$ cat config.mk
export PLATFORM = sky130hd
export DESIGN_NAME = alu_cluster
export DESIGN_NICKNAME = d
export VERILOG_FILES = /design/src/lc3b_pkg.sv /design/src/alu_op_decode.sv /design/src/lc3b_alu.sv /design/src/alu_res_station.sv /design/src/cdb_arbiter.sv /design/src/alu_cluster.sv
export SDC_FILE = /design/constraint.sdc
export NUM_CORES = 1
export LEC_CHECK = 0
export BUFFER_PORTS_ARGS = -buffer_cell sky130_fd_sc_hd__buf_2
export CAP_MARGIN = 20
export CORE_MARGIN = 4
export CORE_UTILIZATION = 50
export DETAILED_ROUTE_END_ITERATION = 10
export HOLD_SLACK_MARGIN = 0.05
export PLACE_DENSITY = 0.72
export SYNTH_ARGS = -nofsm -noshare
export SYNTH_HDL_FRONTEND = slang
export SYNTH_SLANG_ARGS = --single-unit
export TNS_END_PERCENT = 1
$ cat constraint.sdc
create_clock -name clk -period 3.02 [get_ports clk]
set_clock_uncertainty 0.2 [all_clocks]
set_input_delay 0.151 -clock clk [delete_from_list [all_inputs] [get_ports clk]]
set_output_delay 0.151 -clock clk [all_outputs]
set_load 0.01 [all_outputs]
$ cat src/lc3b_pkg.sv
package lc3b_pkg;

	// data path and tag sizes.
	localparam int word_width   = 16; // one LC-3b word.
	localparam int tag_width    = 3;  // enough for all stations in the core.
	localparam int opcode_width = 4;  // instr[15:12].
	localparam int aluop_width  = 3;  // seven ALU functions.

	// stations in this cluster.
	localparam int num_stations = 2; // two ALU stations side by side.

	// LC-3b opcodes handled by the integer cluster.
	localparam logic [opcode_width-1:0] op_add = 4'b0001; // register or imm5 add.
	localparam logic [opcode_width-1:0] op_and = 4'b0101; // register or imm5 and.
	localparam logic [opcode_width-1:0] op_not = 4'b1001; // bitwise invert of sr1.
	localparam logic [opcode_width-1:0] op_shf = 4'b1101; // shift by imm4.

	// ALU function select.
	localparam logic [aluop_width-1:0] alu_add  = 3'd0; // a + b.
	localparam logic [aluop_width-1:0] alu_and  = 3'd1; // a & b.
	localparam logic [aluop_width-1:0] alu_not  = 3'd2; // ~a.
	localparam logic [aluop_width-1:0] alu_pass = 3'd3; // a unchanged.
	localparam logic [aluop_width-1:0] alu_sll  = 3'd4; // shift left logical.
	localparam logic [aluop_width-1:0] alu_srl  = 3'd5; // shift right logical.
	localparam logic [aluop_width-1:0] alu_sra  = 3'd6; // shift right arithmetic.

	// a zero tag never names a producer.
	localparam logic [tag_width-1:0] tag_none = 3'd0; // operand already holds its value.

endpackage : lc3b_pkg

$ cat src/alu_op_decode.sv
module alu_op_decode
	import lc3b_pkg::*;
(
	input  logic [opcode_width-1:0] op,    // stored opcode.
	input  logic                    shf_a, // instr[5], arithmetic right shift.
	input  logic                    shf_d, // instr[4], shift direction.
	output logic [aluop_width-1:0]  aluop  // function select to the ALU.
);

	always_comb
	begin
		aluop = alu_pass; // anything not listed just passes a.
		case (op)
			op_add:
			begin
				aluop = alu_add; // imm5 already sits in vk.
			end
			op_and:
			begin
				aluop = alu_and;
			end
			op_not:
			begin
				aluop = alu_not; // only sr1 matters.
			end
			op_shf:
			begin
				// d = 0 is lshf, otherwise a picks rshfa over rshfl.
				if (!shf_d)
					aluop = alu_sll; // lshf.
				else if (shf_a)
					aluop = alu_sra; // rshfa keeps the sign.
				else
					aluop = alu_srl; // rshfl fills zeros.
			end
			default:
			begin
				aluop = alu_pass; // not an ALU opcode.
			end
		endcase
	end

endmodule : alu_op_decode

$ cat src/lc3b_alu.sv
module lc3b_alu
	import lc3b_pkg::*;
(
	input  logic [aluop_width-1:0] aluop, // function select.
	input  logic [word_width-1:0]  a,     // vj operand.
	input  logic [word_width-1:0]  b,     // vk operand or immediate.
	output logic [word_width-1:0]  f      // result.
);

	logic [3:0] shamt; // imm4 shift count.

	assign shamt = b[3:0]; // upper bits of b ignored for shifts.

	always_comb
	begin
		case (aluop)
			alu_add:
				f = a + b; // wraps at 16 bits.
			alu_and:
				f = a & b;
			alu_not:
				f = ~a;
			alu_pass:
				f = a;
			alu_sll:
				f = a << shamt;
			alu_srl:
				f = a >> shamt; // zero fill.
			alu_sra:
				f = $unsigned($signed(a) >>> shamt); // sign fill.
			default:
				f = a; // unused code behaves as pass.
		endcase
	end

endmodule : lc3b_alu

$ cat src/alu_res_station.sv
module alu_res_station
	import lc3b_pkg::*;
#(
	parameter logic [tag_width-1:0] my_tag = 3'd1 // tag this station broadcasts.
)
(
	input  logic                    clk,
	input  logic                    rst_n,
	input  logic                    flush,         // drop whatever is held.
	input  logic                    ld,            // issue strobe for this station.
	input  logic [opcode_width-1:0] op,
	input  logic [word_width-1:0]   instr,
	input  logic [word_width-1:0]   vj,
	input  logic [word_width-1:0]   vk,
	input  logic                    vj_valid,
	input  logic                    vk_valid,
	input  logic [tag_width-1:0]    qj,            // producer of vj when not valid.
	input  logic [tag_width-1:0]    qk,            // producer of vk when not valid.
	input  logic [tag_width-1:0]    dest,          // issue unit's name for this entry.
	input  logic                    cdb_valid,     // cluster CDB.
	input  logic [tag_width-1:0]    cdb_tag,
	input  logic [word_width-1:0]   cdb_data,
	input  logic                    ext_cdb_valid, // CDB from other units.
	input  logic [tag_width-1:0]    ext_cdb_tag,
	input  logic [word_width-1:0]   ext_cdb_data,
	input  logic                    grant,         // result taken by the arbiter.
	output logic                    busy,
	output logic                    rdy,
	output logic [tag_width-1:0]    res_tag,
	output logic [word_width-1:0]   res_data
);

	logic [opcode_width-1:0] op_q;       // stored opcode.
	logic                    shf_a_q;    // instr[5].
	logic                    shf_d_q;    // instr[4].
	logic [word_width-1:0]   vj_q;
	logic [word_width-1:0]   vk_q;
	logic                    vj_valid_q;
	logic                    vk_valid_q;
	logic [tag_width-1:0]    qj_q;
	logic [tag_width-1:0]    qk_q;
	logic                    j_cdb_hit;  // vj producer on cluster CDB.
	logic                    j_ext_hit;  // vj producer on external CDB.
	logic                    k_cdb_hit;
	logic                    k_ext_hit;
	logic [aluop_width-1:0]  aluop;

	// tag match against both buses, only for operands still waiting.
	assign j_cdb_hit = busy && !vj_valid_q && cdb_valid && (cdb_tag == qj_q);
	assign j_ext_hit = busy && !vj_valid_q && ext_cdb_valid && (ext_cdb_tag == qj_q);
	assign k_cdb_hit = busy && !vk_valid_q && cdb_valid && (cdb_tag == qk_q);
	assign k_ext_hit = busy && !vk_valid_q && ext_cdb_valid && (ext_cdb_tag == qk_q);

	always_ff @(posedge clk)
	begin
		if (!rst_n)
			busy <= 1'b0;
		else if (flush || grant)
			busy <= 1'b0; // freed at the edge the result goes out.
		else if (ld)
			busy <= 1'b1;
	end

	always_ff @(posedge clk)
	begin
		if (ld)
		begin
			op_q       <= op;
			shf_a_q    <= instr[5];
			shf_d_q    <= instr[4];
			vj_q       <= vj;
			vk_q       <= vk; // immediates arrive here already valid.
			vj_valid_q <= vj_valid;
			vk_valid_q <= vk_valid;
			qj_q       <= vj_valid ? tag_none : qj;
			qk_q       <= vk_valid ? tag_none : qk;
		end
		else
		begin
			// cluster CDB wins when both buses carry the tag.
			if (j_cdb_hit)
			begin
				vj_q       <= cdb_data;
				vj_valid_q <= 1'b1;
				qj_q       <= tag_none;
			end
			else if (j_ext_hit)
			begin
				vj_q       <= ext_cdb_data;
				vj_valid_q <= 1'b1;
				qj_q       <= tag_none;
			end
			if (k_cdb_hit)
			begin
				vk_q       <= cdb_data;
				vk_valid_q <= 1'b1;
				qk_q       <= tag_none;
			end
			else if (k_ext_hit)
			begin
				vk_q       <= ext_cdb_data;
				vk_valid_q <= 1'b1;
				qk_q       <= tag_none;
			end
		end
	end

	alu_op_decode alu_op_decode_i (
		.op    (op_q),
		.shf_a (shf_a_q),
		.shf_d (shf_d_q),
		.aluop (aluop)
	);

	lc3b_alu lc3b_alu_i (
		.aluop (aluop),
		.a     (vj_q),
		.b     (vk_q),
		.f     (res_data) // result is live as soon as operands settle.
	);

	assign rdy     = busy && vj_valid_q && vk_valid_q; // grant drops busy, so rdy too.
	assign res_tag = my_tag;

	// issue unit only loads a free station.
	ld_only_when_free: assert property (@(posedge clk) disable iff (!rst_n)
		ld |-> !busy)
		else $error("station %0d loaded while busy.", my_tag);

	// destination tag handed out must name this station.
	ld_dest_matches: assert property (@(posedge clk) disable iff (!rst_n)
		ld |-> (dest == my_tag))
		else $error("station %0d loaded with dest %0d.", my_tag, dest);

	// arbiter only takes a finished result.
	grant_needs_rdy: assert property (@(posedge clk) disable iff (!rst_n)
		grant |-> rdy)
		else $error("station %0d granted while not ready.", my_tag);

endmodule : alu_res_station

$ cat src/cdb_arbiter.sv
module cdb_arbiter
	import lc3b_pkg::*;
(
	input  logic                  clk,
	input  logic                  rst_n,
	input  logic                  flush,     // no grant, no broadcast.
	input  logic                  rdy0,
	input  logic [tag_width-1:0]  res_tag0,
	input  logic [word_width-1:0] res_data0,
	input  logic                  rdy1,
	input  logic [tag_width-1:0]  res_tag1,
	input  logic [word_width-1:0] res_data1,
	output logic                  grant0,    // one-cycle take from station 0.
	output logic                  grant1,    // one-cycle take from station 1.
	output logic                  cdb_valid, // registered cluster CDB.
	output logic [tag_width-1:0]  cdb_tag,
	output logic [word_width-1:0] cdb_data
);

	logic ptr;     // 0 favors station 0, 1 favors station 1.
	logic any_gnt; // some station wins this cycle.

	// favored station wins a tie; a lone ready station always wins.
	assign grant0  = !flush && rdy0 && (!rdy1 || !ptr);
	assign grant1  = !flush && rdy1 && (!rdy0 || ptr);
	assign any_gnt = grant0 || grant1;

	always_ff @(posedge clk)
	begin
		if (!rst_n)
		begin
			ptr       <= 1'b0;
			cdb_valid <= 1'b0;
		end
		else
		begin
			cdb_valid <= any_gnt; // flush already blocked the grant.
			if (any_gnt)
				ptr <= !ptr; // priority flips on every grant.
		end
	end

	// payload only meaningful with cdb_valid.
	always_ff @(posedge clk)
	begin
		if (grant0)
		begin
			cdb_tag  <= res_tag0;
			cdb_data <= res_data0;
		end
		else if (grant1)
		begin
			cdb_tag  <= res_tag1;
			cdb_data <= res_data1;
		end
	end

	// the bus carries one result per cycle.
	one_grant: assert property (@(posedge clk) disable iff (!rst_n)
		$onehot0({grant1, grant0}))
		else $error("both stations granted in one cycle.");

endmodule : cdb_arbiter

$ cat src/alu_cluster.sv
module alu_cluster
	import lc3b_pkg::*;
(
	input  logic                    clk,
	input  logic                    rst_n,
	input  logic                    flush,
	input  logic                    ld0,            // load station with tag 1.
	input  logic                    ld1,            // load station with tag 2.
	input  logic [opcode_width-1:0] issue_op,
	input  logic [word_width-1:0]   issue_instr,
	input  logic [word_width-1:0]   issue_vj,
	input  logic [word_width-1:0]   issue_vk,
	input  logic                    issue_vj_valid,
	input  logic                    issue_vk_valid,
	input  logic [tag_width-1:0]    issue_qj,
	input  logic [tag_width-1:0]    issue_qk,
	input  logic [tag_width-1:0]    issue_dest,
	input  logic                    ext_cdb_valid,
	input  logic [tag_width-1:0]    ext_cdb_tag,
	input  logic [word_width-1:0]   ext_cdb_data,
	output logic                    busy0,
	output logic                    busy1,
	output logic                    cdb_valid,
	output logic [tag_width-1:0]    cdb_tag,
	output logic [word_width-1:0]   cdb_data
);

	logic [num_stations-1:0] rdy;                     // per-station result ready.
	logic [num_stations-1:0] grant;                   // per-station take.
	logic [tag_width-1:0]    res_tag  [num_stations]; // per-station tag.
	logic [word_width-1:0]   res_data [num_stations]; // per-station result.

	alu_res_station #(.my_tag(3'd1)) alu_res_station_0 (
		.clk           (clk),
		.rst_n         (rst_n),
		.flush         (flush),
		.ld            (ld0),
		.op            (issue_op),
		.instr         (issue_instr),
		.vj            (issue_vj),
		.vk            (issue_vk),
		.vj_valid      (issue_vj_valid),
		.vk_valid      (issue_vk_valid),
		.qj            (issue_qj),
		.qk            (issue_qk),
		.dest          (issue_dest),
		.cdb_valid     (cdb_valid),     // own bus fed back for wakeup.
		.cdb_tag       (cdb_tag),
		.cdb_data      (cdb_data),
		.ext_cdb_valid (ext_cdb_valid),
		.ext_cdb_tag   (ext_cdb_tag),
		.ext_cdb_data  (ext_cdb_data),
		.grant         (grant[0]),
		.busy          (busy0),
		.rdy           (rdy[0]),
		.res_tag       (res_tag[0]),
		.res_data      (res_data[0])
	);

	alu_res_station #(.my_tag(3'd2)) alu_res_station_1 (
		.clk           (clk),
		.rst_n         (rst_n),
		.flush         (flush),
		.ld            (ld1),
		.op            (issue_op),
		.instr         (issue_instr),
		.vj            (issue_vj),
		.vk            (issue_vk),
		.vj_valid      (issue_vj_valid),
		.vk_valid      (issue_vk_valid),
		.qj            (issue_qj),
		.qk            (issue_qk),
		.dest          (issue_dest),
		.cdb_valid     (cdb_valid),
		.cdb_tag       (cdb_tag),
		.cdb_data      (cdb_data),
		.ext_cdb_valid (ext_cdb_valid),
		.ext_cdb_tag   (ext_cdb_tag),
		.ext_cdb_data  (ext_cdb_data),
		.grant         (grant[1]),
		.busy          (busy1),
		.rdy           (rdy[1]),
		.res_tag       (res_tag[1]),
		.res_data      (res_data[1])
	);

	cdb_arbiter cdb_arbiter_i (
		.clk       (clk),
		.rst_n     (rst_n),
		.flush     (flush),
		.rdy0      (rdy[0]),
		.res_tag0  (res_tag[0]),
		.res_data0 (res_data[0]),
		.rdy1      (rdy[1]),
		.res_tag1  (res_tag[1]),
		.res_data1 (res_data[1]),
		.grant0    (grant[0]),
		.grant1    (grant[1]),
		.cdb_valid (cdb_valid), // sole driver of the cluster CDB.
		.cdb_tag   (cdb_tag),
		.cdb_data  (cdb_data)
	);

endmodule : alu_cluster

; After elaboration in Yosys (flattened, before gate mapping)
; Cells that the tools add are included.
[totals]
regBits = 114
in_bits = 88
output_inout_bits = 22
wordCells = 161
[classes]
addsub = 2
n_eq_ne = 26
shifts = 6
muxes = 48
bitwise_logic = 5
reduce_logical = 50
[ops]
columns = cell, n
row1 = 16-bit two-way mux, 14
row2 = 16-bit one-hot mux with 6 select lines, 2
row3 = 3-bit two-way mux, 14
row4 = 16-bit adder, 2
row5 = 16-bit AND, 2
row6 = 16-bit inverter, 2
row7 = 16-bit by 4-bit << shifter with 16-bit output, 2
row8 = 16-bit by 4-bit right shift with 16-bit output, 2
row9 = 16-bit by 4-bit >>> shifter with 16-bit output, 2
row10 = 1-bit logical AND, 28
row11 = 3-bit one-hot mux with 4 select lines, 2
row12 = 3-bit == test (second input constant), 6
row13 = 4-bit == test (second input constant), 4
row14 = 2-bit by 3-bit == test with 1-bit output, 4
row15 = 3-bit == test, 4
row16 = 1-bit two-way mux, 12
row17 = 3-bit nonzero test, 4
row18 = 4-bit by 1-bit == test with 1-bit output (second input constant), 2
row19 = 4-bit by 3-bit == test with 1-bit output (second input constant), 2
row20 = 1-bit logical NOT, 8
row21 = 2-bit two-way mux, 4
row22 = 3-bit by 1-bit == test with 1-bit output (second input constant), 2
row23 = 3-bit by 2-bit == test with 1-bit output (second input constant), 2
row24 = 3-bit logical NOT, 2
row25 = other kinds (4), 9

; Depth between registers and ports, before layout
[logic_depth]
word_depth = 7
ltp_mapped = 12
ltp_nobuf = 9

; Hierarchy
; A second synthesis with hierarchy kept.
[unflattened]
hier_cells = 1332
hier_area_um2 = 12021.5
[by_module_without_submodules]
columns = mod, n_inst, cells_per_inst, area_each_um2
row1 = lc3b_alu, 2, 398, 2845.2
row2 = alu_res_station, 2, 235, 2656.3
row3 = cdb_arbiter, 1, 50, 908.4
row4 = alu_op_decode, 2, 8, 55.1

; Worst setup path before layout
; No wires, ideal clock.
[synth_timing]
path_type = reg2reg
from = register alu_res_station_1.vj_q[6]
to = register cdb_arbiter_i.cdb_data[13], data pin
t_arrival_ps = 2441
path_slack_ps = 118
stages_incl_launch_ff = 9
period_less_slack_ps = 2902
cell_sequence = edfxtp_1 ha_1 a211o_1 or3_1 o211ai_2 o21ai_2 o21a_1 a41o_1 o32a_1
[synth_between]
elab_chain_len = 4
word_cells_on_any_way = 7
classes_between = 1 x add/sub / 3 x shift / 3 x mux
[synth_rtl]
columns = element, line_no
row1 = start: declaration, alu_res_station.sv:36  ; logic [word_width-1:0] vj_q;
row2 = start signal: assignment, alu_res_station.sv:71  ; vj_q <= vj;
row3 = start signal: assignment, alu_res_station.sv:83  ; vj_q <= cdb_data;
row4 = start signal: assignment, alu_res_station.sv:89  ; vj_q <= ext_cdb_data;
row5 = 16-bit adder (tied with other cells), lc3b_alu.sv:18  ; f = a + b;
row6 = 16-bit one-hot mux with 6 select lines (*), lc3b_alu.sv:16  ; case (aluop)
row7 = 16-bit two-way mux (*), cdb_arbiter.sv:51  ; else if (grant1)
row8 = 16-bit two-way mux (*), cdb_arbiter.sv:46  ; if (grant0)
row9 = end signal: assignment, cdb_arbiter.sv:49  ; cdb_data <= res_data0;
row10 = end signal: assignment, cdb_arbiter.sv:54  ; cdb_data <= res_data1;
row11 = end: declaration, cdb_arbiter.sv:17  ; output logic [word_width-1:0] cdb_data
; Mark *: on every way between the ends. The rest lies on a longest branch, timed or not. The select of a mux whose other input is x is not followed.
; A chain may end at the register's enable or synchronous reset.

; Worst setup path in the final report
[layout_timing]
from = register alu_res_station_1.vj_q[0]
to = register cdb_arbiter_i.cdb_data[14], data pin
; Same word-level chain as after synthesis.

==> run_results.csv <==
group,metric,value,unit
clock_network,numCtsBuffers,17,
sta,hold_worst_slack,34.9,ps
floorplanning,chipWidth,154,um
pwr,worst_ir_drop_vdd,0.000427,V
clock_network,clock_sink_count,114,
grt,first_global_vias,10200,
clock_network,cts_htree_levels,4,
sta,ratio_of_final_minimum_period_to_clock_period,0.972,
placement,buffer_ports.inserted,91,
clock_network,insertion_delay,430,ps
synthesis,yosysMostFrequentCell,"o21ai_0",
floorplanning,core_region_area,0.0210,mm2
drt,drt-initial-drc-count,1653,
sta,clock.fmax,0.341,GHz
layout,postLayoutCellArea,0.0132,mm2
clock_network,library_cell_used_as_clock_root_buffer,"clkbuf_16",
clock_network,clk_transition_reported_paths,60,ps
sta,timing.final.max_slew_violations,0,
setup_path,ff2ff_path_depth,9,
placement,placedCellCount,1530,
synthesis,post_synth_num_cell_types,71,
grt,grt-ovfl-total,0,
placement,routabilityCongestion,0.970,
grt,first_pass_grt_wire_length,57400,um
hold_path,worstHoldPathType,"primary input to flop",
sta,timing.setup.tns,0,ps
synthesis,syn-instance-count,1186,
synthesis,synth_nets,1310,
clock_network,cts_tree,"built",
setup_path,worstSetupPathDepth,9,
setup_path,critPathKind,"flop to flop",
run,max-cap-violations,0,
synthesis,synth_top_cells_by_count,"o21ai_0, nand2_1, edfxtp_1, mux2i_1, nor2_1",
synthesis,synth-edff-count,108,
drt,drt_pre_antenna_iters,5,
synthesis,synthDominantCellAreaShare,0.304,
synthesis,post_synth_mux_area_share,0.200,
synthesis,synth_fa_ha_area_frac,0.0436,
layout,syn_to_final_growth,23.5,%
grt,antenna_found_initial,0,
pwr,pwr-share-comb,0.297,
synthesis,synth_simple_gate_area_frac,0.154,
synthesis,synth_flop_cell,"edfxtp_1",
pwr,pwr-share-seq,0.348,
sta,period_needed,2940,ps
sta,grt_setup_unrepaired,"yes",
synthesis,synth_compound_area_frac,0.208,
setup_path,r2r_setup_slack,80,ps
setup_path,worstReg2RegStart,"alu_res_station_1.vj_q[0]",
floorplanning,design.portCount,110,
synthesis,ys_seq_elements,114,
drt,drtAntennaViolNets,0,
placement,place_area,0.0117,mm2
synthesis,syn_avg_cell_area,9.01,um2
layout,antennaDiodeCount,0,
drt,vias_per_inst,6.55,
setup_path,worstPathCellList,"ha_1 > fa_1 > a211oi_2 > o21ai_1 > o211ai_1 > nand3_1 > a2111oi_2 > o221ai_1 > a22oi_1",
hold_path,min_delay_worst_endpoint,"alu_res_station_1.vk_q[2]",
synthesis,ys_top_cells_by_area,"edfxtp_1, mux4_2, mux2i_1",
setup_path,worst_ep_required_time,3090,ps
synthesis,yosysWarningCount,0,
setup_path,critical_path.top_delay_family,"compound AO/OA/AOI/OAI gates",
grt,grt_max_degree,73,
drt,drt_drc,0,
synthesis,synth_top_family_by_area,"compound AO/OA/AOI/OAI gates",
setup_path,setup.worst_path.end_class,"flop",
setup_path,cp_num_buf_inv,0,
hold_path,hp-start,"ext_cdb_data[2]",
synthesis,ys_seq_area_frac,0.315,
grt,grt_use_total,0.304,
setup_path,cpPeakStageDelay,430,ps
layout,design.final.nets,1489,
layout,post_layout_nonfiller_instances,1653,
pwr,power_switching,1.90,mW
pwr,power.share.switching,0.334,
pwr,power.density_cell_area,430,mW/mm2
pwr,internal_power_consumption,3.78,mW
hold_path,hold_path_depth,3,
sta,setup_viol,0,
layout,final_layout_size_suffix_gt1_frac,0.195,
placement,dp.final_hpwl,25700,um
pwr,clock_power_share,0.355,
setup_path,reg2reg_to,"cdb_arbiter_i.cdb_data[14]",
drt,detail_route.wl_per_cell,22.2,um
synthesis,synth_xor_xnor_area_share,0.0303,
status,outcome,"finished, final reports clean",
drt,wl,36700,um
sta,hold_viol_final,0,
floorplanning,die_area,0.0238,mm2
clock_network,clk_path_buf_depth,2,
floorplanning,initial_utilization,0.508,
sta,max_slew.worst_pin.slew,718,ps
synthesis,synthesis.area,0.0107,mm2
pwr,leakagePower,5.46,nW
sta,max-slew-margin-rel,0.522,
setup_path,cpMaxStageDelayCell,"fa_1",
drt,routed-via-count,10800,
layout,postLayoutCoreUtil,0.628,
floorplanning,placement_rows,53,
setup_path,start_kind,"flop",
setup_path,timing.critical_path.arrival,3000,ps
synthesis,synth_largest_area_cell,"edfxtp_1",
setup_path,critical_path_maximum_fanout,2,
floorplanning,dieHeight,154,um
synthesis,async_reset_ff_frac,0,
==> cell families after synthesis <==
group / Yosys count
buffers and inverters: 125
DFF: 114
other: 1
and+or+nand+nor: 360
adders and majority gates: 36
xor gates and xnor gates: 37
muxes: 153
AOI/OAI and AO/OA: 360
==> worst max path at each step <==
| stage | startpoint | to |
|---|---|---|
| floorplan | alu_res_station_1.vj_q[6] | cdb_arbiter_i.cdb_data[13] |
| global placement | alu_res_station_1.vj_q[0] | cdb_arbiter_i.cdb_data[14] |
| detailed placement | alu_res_station_1.vj_q[0] | cdb_arbiter_i.cdb_data[14] |
| CTS | alu_res_station_1.vj_q[6] | cdb_arbiter_i.cdb_data[13] |
| global route | alu_res_station_1.vj_q[0] | cdb_arbiter_i.cdb_data[14] |
| finish | alu_res_station_1.vj_q[0] | cdb_arbiter_i.cdb_data[14] |
==> registers in the layout (all words and copies together), names as in the netlist, 2 cells and up <==
name                    flops
alu_res_station_0.op_q      4
alu_res_station_1.vj_q     16
alu_res_station_0.qj_q      3
alu_res_station_0.vj_q     16
alu_res_station_1.op_q      4
alu_res_station_1.qj_q      3
alu_res_station_1.qk_q      3
alu_res_station_0.vk_q     16
cdb_arbiter_i.cdb_tag       2
cdb_arbiter_i.cdb_data     16
alu_res_station_1.vk_q     16
alu_res_station_0.qk_q      3
==> worst register-to-register path, cell delays in order, from the launching register on <==
cell and delay (ps):
edfxtp_1 400, ha_1 240, fa_1 430, a211oi_2 250
o21ai_1 130, o211ai_1 190, nand3_1 210, a2111oi_2 390
o221ai_1 150, a22oi_1 190
==> routing by layer <==
metal / vias up / share of wire / global-route usage / wire (um)
met5: - / 0 / 0 / 0
met3: 102 / 0.11 / 0.0518 / 4050
li1: 4885 / - / - / -
met4: 0 / 0.037 / 0.103 / 1360
met1: 5106 / 0.40 / 0.435 / 14800
met2: 726 / 0.45 / 0.470 / 16500
==> layout make-up <==
class	instances	area [um2]
clock buffer	17	425
clock inverter	15	150
fill	1681	7820
inverter	26	97.6
multi-input combinational	947	6840
sequential	114	3360
tap	275	344
timing repair buffer	259	1980
==> metrics by stage <==
| step | total power [mW] | worst slack (ps) |
|---|---|---|
| after floorplan | 3.02 | 118 |
| after global placement | 3.49 | 51.1 |
| after detailed placement | 3.51 | -25.0 |
| after CTS | 5.60 | 27.2 |
| after global routing | 5.90 | -69.4 |
| final | 5.68 | 83.3 |
==> layout by cell type, fill, tap and decap left out, types with 11 or more instances in the layout <==
cell type,Yosys,layout
o21ai_0,164,162
nand2_1,143,143
edfxtp_1,108,108
mux2i_1,99,99
buf_2,16,91
nor2_1,90,90
dlygate4sd3_1,0,90
buf_4,9,74
mux4_2,48,48
a21oi_1,47,46
nor3_1,33,33
ha_1,34,33
inv_1,23,23
xnor2_1,22,22
a211oi_1,23,21
clkbuf_16,0,17
o211ai_1,16,16
and2_1,16,16
o22ai_1,15,15
xor2_1,15,15
a31oi_1,14,14
nand3_1,12,11
nor4_1,11,11
nand2b_1,11,11
==> repair_timing <==
item / CTS / global route
hold buffers: 90 / 0
endpoints found under the hold margin: 106 / 0
endpoints found under the setup margin: 1 / 11
buffers inserted: 0 / 1
pin swaps: 0 / 5
resized for setup: 1 / 8
gates cloned: 0 / 0
==> power groups by stage <==
stage	registers, mW	logic, mW	clock network (mW)
2_1_floorplan	1.97	1.05	0
3_3_place_gp	2.00	1.49	0
3_5_place_dp	2.00	1.51	0
4_1_cts	1.97	1.63	2.01
5_1_grt	1.99	1.82	2.09
6_report	1.98	1.69	2.01
Note: power is estimated with default switching activity, not from simulation.
